File: src/logic/bus_pkg.sv
// APB request/response types and the per-channel register map, imported by the bus-side logic
package bus_pkg;

  // host bus widths
  localparam int ADDR_W = 8;
  localparam int DATA_W = 16;

  // paddr field positions
  localparam int IDX_LSB  = 2;
  localparam int CHAN_LSB = 5;

  // register index within a channel block
  typedef logic [2:0] reg_idx_t;
  // channel block select
  typedef logic [2:0] chan_sel_t;

  localparam reg_idx_t REG_CTRL     = 3'd0;
  localparam reg_idx_t REG_STEP_DIV = 3'd1;
  localparam reg_idx_t REG_PHASE    = 3'd2;
  localparam reg_idx_t REG_DUTY     = 3'd3;
  localparam reg_idx_t REG_TICKS    = 3'd4;
  // read only from here on
  localparam reg_idx_t REG_CUR_TICK = 3'd5;
  localparam reg_idx_t REG_STATUS   = 3'd6;
  // not mapped, always answers with an error
  localparam reg_idx_t REG_UNDEF    = 3'd7;

  typedef struct packed {
    logic [ADDR_W-1:0] paddr;
    logic              psel;
    logic              penable;
    logic              pwrite;
    logic [DATA_W-1:0] pwdata;
  } apb_req_t;

  typedef struct packed {
    logic [DATA_W-1:0] prdata;
    logic              pready;
    logic              pslverr;
  } apb_rsp_t;

endpackage

File: src/logic/pin_pkg.sv
// waveform pin channel types and sizes, shared by the register file and every channel slice
package pin_pkg;

  // number of waveform channels in the bank
  localparam int NUM_PINS = 4;

  // position and level width
  localparam int POS_W  = 8;
  // step divider width
  localparam int DIV_W  = 16;
  // period counter width
  localparam int TICK_W = 16;

  // codes 5 to 7 are rejected by the register file
  typedef enum logic [2:0] {
    WAVE_OFF    = 3'd0,
    WAVE_SQUARE = 3'd1,
    WAVE_SAW    = 3'd2,
    WAVE_TRI    = 3'd3,
    WAVE_PWM    = 3'd4
  } wave_t;

  // step_div of 0 acts as 1, ticks of 0 runs forever
  typedef struct packed {
    wave_t             wave;
    logic [DIV_W-1:0]  step_div;
    logic [POS_W-1:0]  phase;
    logic [POS_W-1:0]  duty;
    logic [TICK_W-1:0] ticks;
  } pin_cfg_t;

  typedef struct packed {
    logic              running;
    logic [TICK_W-1:0] cur_tick;
  } pin_status_t;

  typedef struct packed {
    logic [POS_W-1:0] level;
    logic             pin;
  } pin_out_t;

endpackage

File: src/logic/apb_regfile.sv
// APB slave holding the configuration of all channels, issuing start/stop pulses and readback
`timescale 1ns/1ps

module apb_regfile (
  input  logic                          sys_clk,
  input  logic                          reset,
  input  bus_pkg::apb_req_t             req,
  output bus_pkg::apb_rsp_t             rsp,
  output pin_pkg::pin_cfg_t             cfg [pin_pkg::NUM_PINS],
  output logic [pin_pkg::NUM_PINS-1:0]  start,
  output logic [pin_pkg::NUM_PINS-1:0]  stop,
  input  pin_pkg::pin_status_t          status [pin_pkg::NUM_PINS]
);
  import bus_pkg::*;
  import pin_pkg::*;

  chan_sel_t         chan;
  reg_idx_t          idx;
  wave_t             code;
  logic              access;
  logic              chan_ok;
  logic              err;
  logic              wr_en;
  pin_cfg_t          rd_cfg;
  pin_status_t       rd_status;
  logic [DATA_W-1:0] rd_data;

  // address decode
  assign chan    = req.paddr[CHAN_LSB +: $bits(chan_sel_t)];
  assign idx     = req.paddr[IDX_LSB +: $bits(reg_idx_t)];
  assign code    = wave_t'(req.pwdata[$bits(wave_t)-1:0]);
  // access phase of a transfer
  assign access  = req.psel && req.penable;
  assign chan_ok = int'(chan) < NUM_PINS;

  // error cases checked before any write lands
  always_comb begin
    err = !chan_ok || (idx == REG_UNDEF);
    if (req.pwrite) begin
      // status registers are read only
      if (idx == REG_CUR_TICK || idx == REG_STATUS) begin
        err = 1'b1;
      end
      // illegal waveform codes
      if (idx == REG_CTRL && code > WAVE_PWM) begin
        err = 1'b1;
      end
    end
  end

  assign wr_en = access && req.pwrite && !err;

  // pick the addressed channel for readback
  always_comb begin
    rd_cfg    = cfg[0];
    rd_status = status[0];
    for (int i = 0; i < NUM_PINS; i++) begin
      if (int'(chan) == i) begin
        rd_cfg    = cfg[i];
        rd_status = status[i];
      end
    end
  end

  // readback mux with zero extension to the bus width
  always_comb begin
    case (idx)
      REG_CTRL:     rd_data = {{(DATA_W-$bits(wave_t)){1'b0}}, rd_cfg.wave};
      REG_STEP_DIV: rd_data = rd_cfg.step_div;
      REG_PHASE:    rd_data = {{(DATA_W-POS_W){1'b0}}, rd_cfg.phase};
      REG_DUTY:     rd_data = {{(DATA_W-POS_W){1'b0}}, rd_cfg.duty};
      REG_TICKS:    rd_data = rd_cfg.ticks;
      REG_CUR_TICK: rd_data = rd_status.cur_tick;
      REG_STATUS:   rd_data = {{(DATA_W-1){1'b0}}, rd_status.running};
      default:      rd_data = '0;
    endcase
  end

  // zero wait states and data only on a good read access
  always_comb begin
    rsp.pready  = 1'b1;
    rsp.pslverr = access && err;
    rsp.prdata  = (access && !req.pwrite && !err) ? rd_data : '0;
  end

  // config storage and one-cycle ctrl pulses
  always_ff @(posedge sys_clk) begin
    if (reset) begin
      for (int i = 0; i < NUM_PINS; i++) begin
        cfg[i] <= '0;
      end
      start <= '0;
      stop  <= '0;
    end else begin
      start <= '0;
      stop  <= '0;
      for (int i = 0; i < NUM_PINS; i++) begin
        if (wr_en && int'(chan) == i) begin
          case (idx)
            REG_CTRL: begin
              cfg[i].wave <= code;
              // nonzero code starts or restarts and off stops
              start[i] <= (code != WAVE_OFF);
              stop[i]  <= (code == WAVE_OFF);
            end
            REG_STEP_DIV: cfg[i].step_div <= req.pwdata;
            REG_PHASE:    cfg[i].phase    <= req.pwdata[POS_W-1:0];
            REG_DUTY:     cfg[i].duty     <= req.pwdata[POS_W-1:0];
            REG_TICKS:    cfg[i].ticks    <= req.pwdata;
            default:      cfg[i]          <= cfg[i];
          endcase
        end
      end
    end
  end

  // a ctrl pulse never lasts past one cycle
  a_pulse_one_cycle: assert property (
    @(posedge sys_clk) disable iff (reset) (start | stop) != '0 |=> (start | stop) == '0
  );

  // every access cycle follows a setup cycle
  a_setup_first: assert property (
    @(posedge sys_clk) disable iff (reset) access |-> $past(req.psel && !req.penable)
  );

endmodule

File: src/logic/channel_fsm.sv
// per-channel run control: loads on start, counts completed periods, ends on limit or stop
`timescale 1ns/1ps

module channel_fsm (
  input  logic                       sys_clk,
  input  logic                       reset,
  input  logic                       start,
  input  logic                       stop,
  input  logic [pin_pkg::TICK_W-1:0] ticks,
  input  logic                       wrap,
  output pin_pkg::pin_status_t       status,
  output logic                       load
);
  import pin_pkg::*;

  typedef enum logic [1:0] {
    IDLE,
    LOAD,
    RUN
  } state_t;

  state_t            state;
  state_t            state_d;
  logic              stop_q;
  logic              last_wrap;
  logic [TICK_W-1:0] cur_tick;

  // wrap that brings the count to a nonzero limit
  assign last_wrap = wrap && (ticks != '0) && ((cur_tick + 1'b1) == ticks);

  always_comb begin
    state_d = state;
    case (state)
      IDLE: state_d = IDLE;
      // stop lands one cycle late, lined up with start through LOAD
      LOAD: state_d = stop_q ? IDLE : RUN;
      RUN: begin
        if (stop_q || last_wrap) begin
          state_d = IDLE;
        end
      end
      default: state_d = IDLE;
    endcase
    // start wins, also restarts a running channel
    if (start) begin
      state_d = LOAD;
    end
  end

  always_ff @(posedge sys_clk) begin
    if (reset) begin
      state    <= IDLE;
      stop_q   <= 1'b0;
      cur_tick <= '0;
    end else begin
      state  <= state_d;
      stop_q <= stop;
      // count restarts on load, kept after a stop
      if (state == LOAD) begin
        cur_tick <= '0;
      end else if (state == RUN && wrap) begin
        cur_tick <= cur_tick + 1'b1;
      end
    end
  end

  assign load   = (state == LOAD);
  assign status = '{running: (state == RUN), cur_tick: cur_tick};

  // shaper only wraps while this channel runs
  a_wrap_in_run: assert property (
    @(posedge sys_clk) disable iff (reset) wrap |-> (state == RUN)
  );

endmodule

File: src/logic/step_timer.sv
// per-channel step divider, one step pulse every step_div cycles while the channel runs
`timescale 1ns/1ps

module step_timer (
  input  logic                      sys_clk,
  input  logic                      reset,
  input  logic                      load,
  input  logic                      run,
  input  logic [pin_pkg::DIV_W-1:0] step_div,
  output logic                      step
);
  import pin_pkg::*;

  logic [DIV_W-1:0] cnt;
  logic [DIV_W-1:0] div_eff;

  // divider of zero behaves as one
  assign div_eff = (step_div == '0) ? DIV_W'(1) : step_div;

  // last cycle of the count
  assign step = run && (cnt == DIV_W'(1));

  always_ff @(posedge sys_clk) begin
    if (reset) begin
      cnt <= '0;
    end else if (load || step) begin
      // reload picks up a divider changed mid run
      cnt <= div_eff;
    end else if (run) begin
      cnt <= cnt - 1'b1;
    end
    // otherwise hold
  end

endmodule

File: src/logic/wave_shaper.sv
// per-channel position register and waveform decode into the registered level and pin
`timescale 1ns/1ps

module wave_shaper (
  input  logic                      sys_clk,
  input  logic                      reset,
  input  logic                      load,
  input  logic                      step,
  input  logic                      run,
  input  pin_pkg::wave_t            wave,
  input  logic [pin_pkg::POS_W-1:0] phase,
  input  logic [pin_pkg::POS_W-1:0] duty,
  output logic                      wrap,
  output pin_pkg::pin_out_t         out
);
  import pin_pkg::*;

  logic [POS_W-1:0] pos;
  logic [POS_W-1:0] pos_d;
  logic [POS_W-1:0] tri_src;
  pin_out_t         shape;
  pin_out_t         out_q;

  // next position: phase on load, +1 per step, wraps mod 256
  always_comb begin
    if (load) begin
      pos_d = phase;
    end else if (step) begin
      pos_d = pos + 1'b1;
    end else begin
      pos_d = pos;
    end
  end

  // step from the top position back to zero
  assign wrap = run && step && (pos == '1);

  // decode on the next position so out_q lines up with pos
  always_comb begin
    // falling half mirrors, 255 - p
    tri_src = pos_d[POS_W-1] ? ~pos_d : pos_d;
    shape   = '0;
    case (wave)
      // full scale in the lower half
      WAVE_SQUARE: shape.level = {POS_W{~pos_d[POS_W-1]}};
      WAVE_SAW:    shape.level = pos_d;
      // doubled slope up then down
      WAVE_TRI:    shape.level = {tri_src[POS_W-2:0], 1'b0};
      // high while below duty
      WAVE_PWM:    shape.level = {POS_W{pos_d < duty}};
      default:     shape.level = '0;
    endcase
    // pin follows the msb of the level for every shape
    shape.pin = shape.level[POS_W-1];
  end

  always_ff @(posedge sys_clk) begin
    if (reset) begin
      pos   <= '0;
      out_q <= '0;
    end else begin
      pos   <= pos_d;
      out_q <= shape;
    end
  end

  // idle channel drives zero
  assign out = run ? out_q : '0;

endmodule

File: src/logic/pin_bank_top.sv
// pin bank top level, APB register file feeding one run/step/shape slice per channel
`timescale 1ns/1ps

module pin_bank_top (
  input  logic              sys_clk,
  input  logic              reset,
  input  bus_pkg::apb_req_t req,
  output bus_pkg::apb_rsp_t rsp,
  output pin_pkg::pin_out_t pins [pin_pkg::NUM_PINS]
);
  import pin_pkg::*;

  pin_cfg_t            cfg [NUM_PINS];
  pin_status_t         status [NUM_PINS];
  logic [NUM_PINS-1:0] start;
  logic [NUM_PINS-1:0] stop;

  // shared register window
  apb_regfile u_regfile (
    .sys_clk (sys_clk),
    .reset   (reset),
    .req     (req),
    .rsp     (rsp),
    .cfg     (cfg),
    .start   (start),
    .stop    (stop),
    .status  (status)
  );

  // one slice per channel, run taken from its own status
  for (genvar i = 0; i < NUM_PINS; i++) begin : g_chan
    logic load;
    logic step;
    logic wrap;

    channel_fsm u_fsm (
      .sys_clk (sys_clk),
      .reset   (reset),
      .start   (start[i]),
      .stop    (stop[i]),
      .ticks   (cfg[i].ticks),
      .wrap    (wrap),
      .status  (status[i]),
      .load    (load)
    );

    step_timer u_timer (
      .sys_clk  (sys_clk),
      .reset    (reset),
      .load     (load),
      .run      (status[i].running),
      .step_div (cfg[i].step_div),
      .step     (step)
    );

    wave_shaper u_shaper (
      .sys_clk (sys_clk),
      .reset   (reset),
      .load    (load),
      .step    (step),
      .run     (status[i].running),
      .wave    (cfg[i].wave),
      .phase   (cfg[i].phase),
      .duty    (cfg[i].duty),
      .wrap    (wrap),
      .out     (pins[i])
    );
  end

endmodule

File: config.mk
export PLATFORM = sky130hd
export DESIGN_NAME = pin_bank_top
export DESIGN_NICKNAME = d
export VERILOG_FILES = /design/src/logic/bus_pkg.sv /design/src/logic/pin_pkg.sv /design/src/logic/apb_regfile.sv /design/src/logic/channel_fsm.sv /design/src/logic/step_timer.sv /design/src/logic/wave_shaper.sv /design/src/logic/pin_bank_top.sv
export SDC_FILE = /design/constraint.sdc
export NUM_CORES = 1
export LEC_CHECK = 0
export BUFFER_PORTS_ARGS = -buffer_cell sky130_fd_sc_hd__buf_2
export CELL_PAD_IN_SITES_DETAIL_PLACEMENT = 0
export CELL_PAD_IN_SITES_GLOBAL_PLACEMENT = 1
export CORE_UTILIZATION = 44
export DETAILED_ROUTE_END_ITERATION = 7
export PLACE_DENSITY = 0.83
export SETUP_SLACK_MARGIN = 0.15
export SLEW_MARGIN = 40
export SYNTH_ARGS = -nofsm -noshare
export SYNTH_HDL_FRONTEND = slang
export SYNTH_SLANG_ARGS = --single-unit
File: constraint.sdc
create_clock -name sys_clk -period 4.6 [get_ports sys_clk]
set_clock_uncertainty 0.1 [all_clocks]
set_input_delay 0.46 -clock sys_clk [delete_from_list [all_inputs] [get_ports sys_clk]]
set_output_delay 0.46 -clock sys_clk [all_outputs]
set_load 0.01 [all_outputs]
### After elaboration in Yosys (flattened, before gate mapping)

Index checks and enable logic that the tools add are counted.

* $add $sub $neg: 12
* magnitude comparators: 6
* equal/unequal tests: 54
* muxes and demuxes: 61
* bitwise operators: 12
* reductions and logical operators: 96

Operators by type and width (count)
* $mux 16: 13
* $mux 51: 3
* $pmux 8 s4: 4
* $pmux 16 s7: 1
* $add 16x1->16 const B: 4
* $eq 16x1->1 const B: 4
* $eq 16x16->1: 4
* $logic_not 16->1: 4
* $mux 8: 8
* $reduce_bool 16->1: 4
* $sub 16x1->16 const B: 4
* $mux 17: 3
* $reduce_and 2->1: 20
* $mux 9: 4
* $logic_and 1x1->1: 35
* $eq 3x2->1 const B: 11
* $add 8x1->8 const B: 4
* $eq 8x8->1 const B: 4
* $lt 8x8->1: 4
* $eq 3x3->1 const B: 10
* $mux 7: 4
* $not 7->7: 4
* $reduce_or 2->1: 12
* $mux 2: 8
* 15 further kinds: 65

* register bits after elaboration: 420
* output and inout port bits: 54
* word-level logic and storage cells: 301

### Longest topological paths before layout

* depth in word-level cells: 11
* depth in mapped cells: 17
* depth with buffers taken out: 15

### Hierarchy

From an unflattened synthesis, not the netlist that was laid out.

* cell total of the unflattened synthesis: 2959
* area total of the unflattened synthesis: 24334.6 um2

By module, submodules not included
* apb_regfile: times used 1, cells each 1197, area an instance 10063.4 um2, seq. area each 4244.1 um2
* channel_fsm: times used 4, cells each 174, area an instance 1330.0 um2, seq. area each 380.4 um2
* wave_shaper (g_chan[0].u_shaper ...): times used 3, cells each 156, area an instance 1243.7 um2, seq. area each 320.3 um2
* step_timer (g_chan[0].u_timer ...): times used 2, cells each 117, area an instance 1037.2 um2, seq. area each 320.3 um2
* step_timer (g_chan[2].u_timer ...): times used 2, cells each 105, area an instance 959.7 um2, seq. area each 320.3 um2
* wave_shaper (g_chan[3].u_shaper): times used 1, cells each 154, area an instance 1226.2 um2, seq. area each 320.3 um2

### Worst setup path before layout

No wires, ideal clock.

* path type: reg2reg
* start point: reg g_chan[2].u_timer.cnt[6]
* end point: reg g_chan[2].u_shaper.out_q[2] (netlist name)
* setup time: 86 ps
* arrival: 3854 ps
* path slack: 560 ps
* cell stages (with the launch flop): 15
* buffers on the path: 2
* period minus slack after synthesis: 4040 ps
* cells stage by stage: dfxtp_1 -> or4_4 -> or4_4 -> buf_2 -> o31ai_1 -> a31oi_1 -> buf_6 -> ha_1 -> or4b_2 -> a21oi_1 -> o2111ai_1 -> o41a_1 -> o41ai_1 -> a211oi_1 -> a211oi_1

* elaborated cells between the ends (all ways): 9
* classes of those cells: order compare: 1; eq/ne: 1; mux: 4; bitwise: 2; reduce/logical: 1

RTL lines
* start: declaration: RTL line step_timer.sv:14 `logic [DIV_W-1:0] cnt;`
* start signal: assignment: RTL line step_timer.sv:28 `cnt <= div_eff;`
* start signal: assignment: RTL line step_timer.sv:30 `cnt <= cnt - 1'b1;`
* $eq 16x1->1 *: RTL line step_timer.sv:21 `assign step = run && (cnt == DIV_W'(1));`
* $logic_and 1x1->1 *: RTL line step_timer.sv:21
* $mux 8 *: RTL line wave_shaper.sv:28 `end else if (step) begin`
* $mux 8 *: RTL line wave_shaper.sv:26 `if (load) begin`
* via g_chan[2].u_shaper.pos_d[7]: RTL line wave_shaper.sv:19 `logic [POS_W-1:0] pos_d;`
* $lt 8x8->1 (tied with other cells): RTL line wave_shaper.sv:50 `WAVE_PWM: shape.level = {POS_W{pos_d < duty}};`
* $pmux 8 s4 *: RTL line wave_shaper.sv:43 `case (wave)`
* end signal: assignment: RTL line wave_shaper.sv:63 `out_q <= shape;`
* end: declaration: RTL line wave_shaper.sv:22 `pin_out_t out_q;`

Mark *: on every way through the listed nets, which the timed path passes. The rest lies on a longest branch.
A chain may end at the register's enable or synchronous reset.

### Worst setup path after layout

* start point: reg g_chan[2].u_timer.cnt[6]
* end point: reg g_chan[2].u_shaper.out_q[2] (netlist name)

* elaborated cells between the ends (all ways): 9
* classes of those cells: order compare: 1; eq/ne: 1; mux: 4; bitwise: 2; reduce/logical: 1

RTL lines (RTL line)
* $eq 16x1->1: step_timer.sv:21
* $logic_and 1x1->1: step_timer.sv:21
* $mux 8: wave_shaper.sv:28
* $mux 8: wave_shaper.sv:26
* via g_chan[2].u_shaper.pos_d[4]: wave_shaper.sv:19
* $lt 8x8->1: wave_shaper.sv:50
* $pmux 8 s4: wave_shaper.sv:43

The timed path passes the listed nets, and every way through them passes these cells.

==> summary.txt <==
Clocking
  • Hold buffers post-CTS: 0
  • CTS root buf: clkbuf_16
  • CTS buffer count: 48
  • Clk slew on worst S/H paths: 60 ps
  • Skew-Pair Late Insertion Delay: 600 ps
  • CTS max path bufs: 3
  • Cts repair resizes: 0
  • CTS H-Tree Depth: 2
  • Setup Buffers After CTS: 0
  • CTS tree: yes
  • Clock sinks: 416

Worst hold path
  • Hold Crit Depth: 3
  • Hold crit path type: in -> reg

Flow run
  • Maxcap violations: 0

Global route
  • Initial antenna violation count: 6
  • Vias in the first global route: 19880
  • Global-route wire length before repair: 117000 µm
  • Largest net degree at the start of global routing: 123
  • Total track usage: 27.59%
  • GRT overflow: 0

Logic synthesis
  • Unique masters post-synth: 72
  • Post-Syn Nets: 2975
  • Multiplexer share of the synthesized area: 11.86%
  • Synthesized area: 23580 µm²
  • Main combinational cell family by area after synthesis: simple AND/OR/NAND/NOR gates
  • Simple-Gate Fraction of Synth Area: 24.33%
  • Number of enable flip-flop cells after synthesis: 0
  • Dominant cell type by area after synthesis: dfxtp_1
  • Post-Syn Instances: 2902
  • Ys flop type: dfxtp_1
  • Synthesized area per cell: 8.125 µm²
  • Adder-cell share of the synthesized area: 2.377%
  • Post-synth top area share: 35.32%
  • Sequential fraction of the synthesis area: 35.32%
  • Synth area leaders: dfxtp_1 35%, mux2i_1 9.4%, nor2_1 7.0%, xnor2_1 4.6%, nand2_1 3.7%
  • Asr flop ratio synth: 0%
  • Yosys reg bits: 416
  • Post-synthesis xor/xnor area fraction: 7.614%
  • Yosys warnings: 0
  • Synth Area in Compound Gates: 13.81%

Timing
  • Slew @ Worst Pin: 973.7 ps
  • Slew Limit Fails: 0
  • Slew headroom: 34.95%
  • # setup viols final: 0
  • Fmax: 234.6 MHz
  • RSZ-0062 raised after global routing: false
  • Tmin final: 4262 ps
  • Hold Fails Final Rpt: 0
  • Post-Route Setup TNS: 0 ps
  • Part of the cycle the worst path needs: 92.66%

Finish
  • Final nets: 2951
  • Fillers: 5125
  • Area delta synth->final: 10.95%
  • Final Cell Area: 26160 µm²
  • Share of post-route cells with drive strength above 1: 9.945%

Critical path
  • Critical Path End Type: flop
  • Worst Path Arrival: 4680 ps
  • Setup crit start kind: flop
  • Crit-path cells: or4_4, or4_4, or4_1, a31oi_1, ha_1, and4_1, a21oi_1, o2111ai_1, o41a_1, o41ai_1, a211oi_1, a211oi_1
  • Slowest CP cell: or4_4
  • R2R setup slack: 340 ps
  • Max incr delay on CP: 610 ps
  • Critical path class: reg -> reg
  • R2R depth: 12
  • Worst Path Required: 5010 ps
  • Crit Path Max Fanout: 15

Floorplanning
  • Chip height: 233.5 µm
  • Core Rows: 84
  • Die area: 54520 µm²
  • Initial core utilization: 44.69%
  • DIE WIDTH: 233.5 µm
  • Core Area: 52760 µm²
  • IO Count: 83

Place
  • GPL Wtd Cong: 0.9731
  • IO Port Bufs: 79
  • Post-DP Area: 24500 µm²
  • DP HPWL: 53590 µm

Detailed routing
  • DRT Wirelength: 76090 µm
  • Per-cell routed wire length: 21.09 µm
  • Detailed Route Iter0 Violations: 1896
  • # DRC: 12
  • Vias per inst: 6.000
  • Vias: 21650
  • DRT Pass-1 Iters: 7
  • Antenna Violating Nets Remaining: 0

Run status
  • Failing checks: design-rule violations
  • Status: finished, violations left

Power and ir drop
  • Power per standard cell area: 300.5 nW/µm²
  • Peak VDD IR: 277.2 µV
  • Static leakage power: 9.275 nW
  • Tot Pwr: 7.862 mW
==> cell usage after synthesis (all sizes together) (5+ instances only) <==
cell type  count
clkbuf       173
mux2i        221
a31oi         39
dfxtp        416
o211a          5
o211ai        12
a211oi        55
o311ai         9
and2          32
nand3        106
ha            44
or2            8
nor3          66
nand2b        29
nor4          62
inv           74
mux2          28
a21o          10
a21oi        139
xnor2        123
a22o           8
nor2b         55
and3          19
o21a           7
a311oi         9
and4          14
a211o          5
o21ai         68
o31ai         21
nor4b          6
a22oi         36
xor2          82
or4           33
o2111ai        7
o22ai         32
nand4         46
mux4          12
nand2        230
nor3b          6
nor2         438
or3           30
buf           35
==> worst max-delay path, delay by kind of cell, from the launching register on <==
| family | cells | cell delay, ps |
|---|---|---|
| AND/OR/NAND/NOR | 4 | 1930 |
| adder cells (fa/ha/maj) | 1 | 310 |
| flip-flops | 1 | 350 |
| AO/OA/AOI/OAI | 7 | 1500 |
==> logic make-up (layout without fill, tap and decap cells) <==
logic type / after synthesis / in the layout
multiplexers: 261 / 261
AO/OA/AOI/OAI: 499 / 499
XOR/XNOR: 205 / 205
adder cells (fa/ha/maj): 45 / 45
other: 1 / 5
buffers and inverters: 282 / 296
AND/OR/NAND/NOR: 1193 / 1193
flip-flops: 416 / 416
==> flip-flops by register name (all words and copies together) (netlist names) <==
signal / flops
g_chan.u_shaper.pos: 32
g_chan.u_shaper.out_q: 32
g_chan.u_fsm.stop_q: 4
g_chan.u_fsm.state: 8
g_chan.u_timer.cnt: 64
g_chan.u_fsm.cur_tick: 64
u_regfile.stop: 4
u_regfile.start: 4
u_regfile.cfg: 204
==> routing by layer <==
| metal | vias to the layer above | GRT usage [%] | share of wire (%) |
|---|---|---|---|
| met5 | - | 0 | 0.035 |
| met4 | 4 | 11.63 | 3.9 |
| met3 | 155 | 4.248 | 7.8 |
| met2 | 791 | 42.69 | 44 |
| met1 | 10440 | 37.96 | 44 |
| li1 | 10260 | - | - |
==> worst paths after layout <==
check / from / to
setup / recovery: g_chan[2].u_timer.cnt[6] / g_chan[2].u_shaper.out_q[2]
hold / removal: req[24] / u_regfile.stop[0]
setup reg to reg: g_chan[2].u_timer.cnt[6] / g_chan[2].u_shaper.out_q[2]
hold reg to reg: u_regfile.stop[0] / g_chan[0].u_fsm.stop_q
==> power breakdown <==
group	internal (mW)	switching, mW
clock	2.35	1.62
sequential	3.60	0.00147
combinational	0.0579	0.227
==> through the flow <==
step / instances / setup slack (ps) / hold WS, ps / utilization [%]
2_1_floorplan: 2902 / 560.0 / 313.8 / -
3_3_place_gp: 3516 / 410.2 / 315.7 / 46.41
3_5_place_dp: 3516 / 382.9 / 336.7 / 46.43
4_1_cts: 3604 / 367.7 / 143.6 / 49.53
5_1_grt: 3605 / 172.3 / 184.9 / 49.57
6_report: 3608 / 337.5 / 181.2 / 49.59
==> cells in the final DEF (no fill, tap or decap), types with 36 or more instances in the layout <==
master and instances:
o21ai_0 68, nor3_1 65, a21oi_1 138, nor2_1 429, nand3_1 106, buf_2 78
inv_1 74, nor2b_1 55, xnor2_1 123, clkbuf_16 50, nand4_1 46, a22oi_1 36
dfxtp_1 416, xor2_1 82, a211oi_1 55, buf_4 53, a31oi_1 39, ha_1 44
nor4_1 58, nand2_1 229, mux2i_1 221
==> layout make-up <==
class / instances / area (µm²) / share of cell area (%)
Multi-Input combinational cell: 2204 / 14200 / 54.30
Inverter: 74 / 277.8 / 1.062
Antenna cell: 4 / 10.01 / 0.03826
Tap cell: 688 / 860.8 / 3.290
Sequential cell: 416 / 8328 / 31.83
Clock inverter: 22 / 245.2 / 0.9374
Clock buffer: 66 / 1391 / 5.318
Timing Repair Buffer: 134 / 843.3 / 3.223
Note: power is estimated with default switching activity, not from simulation.
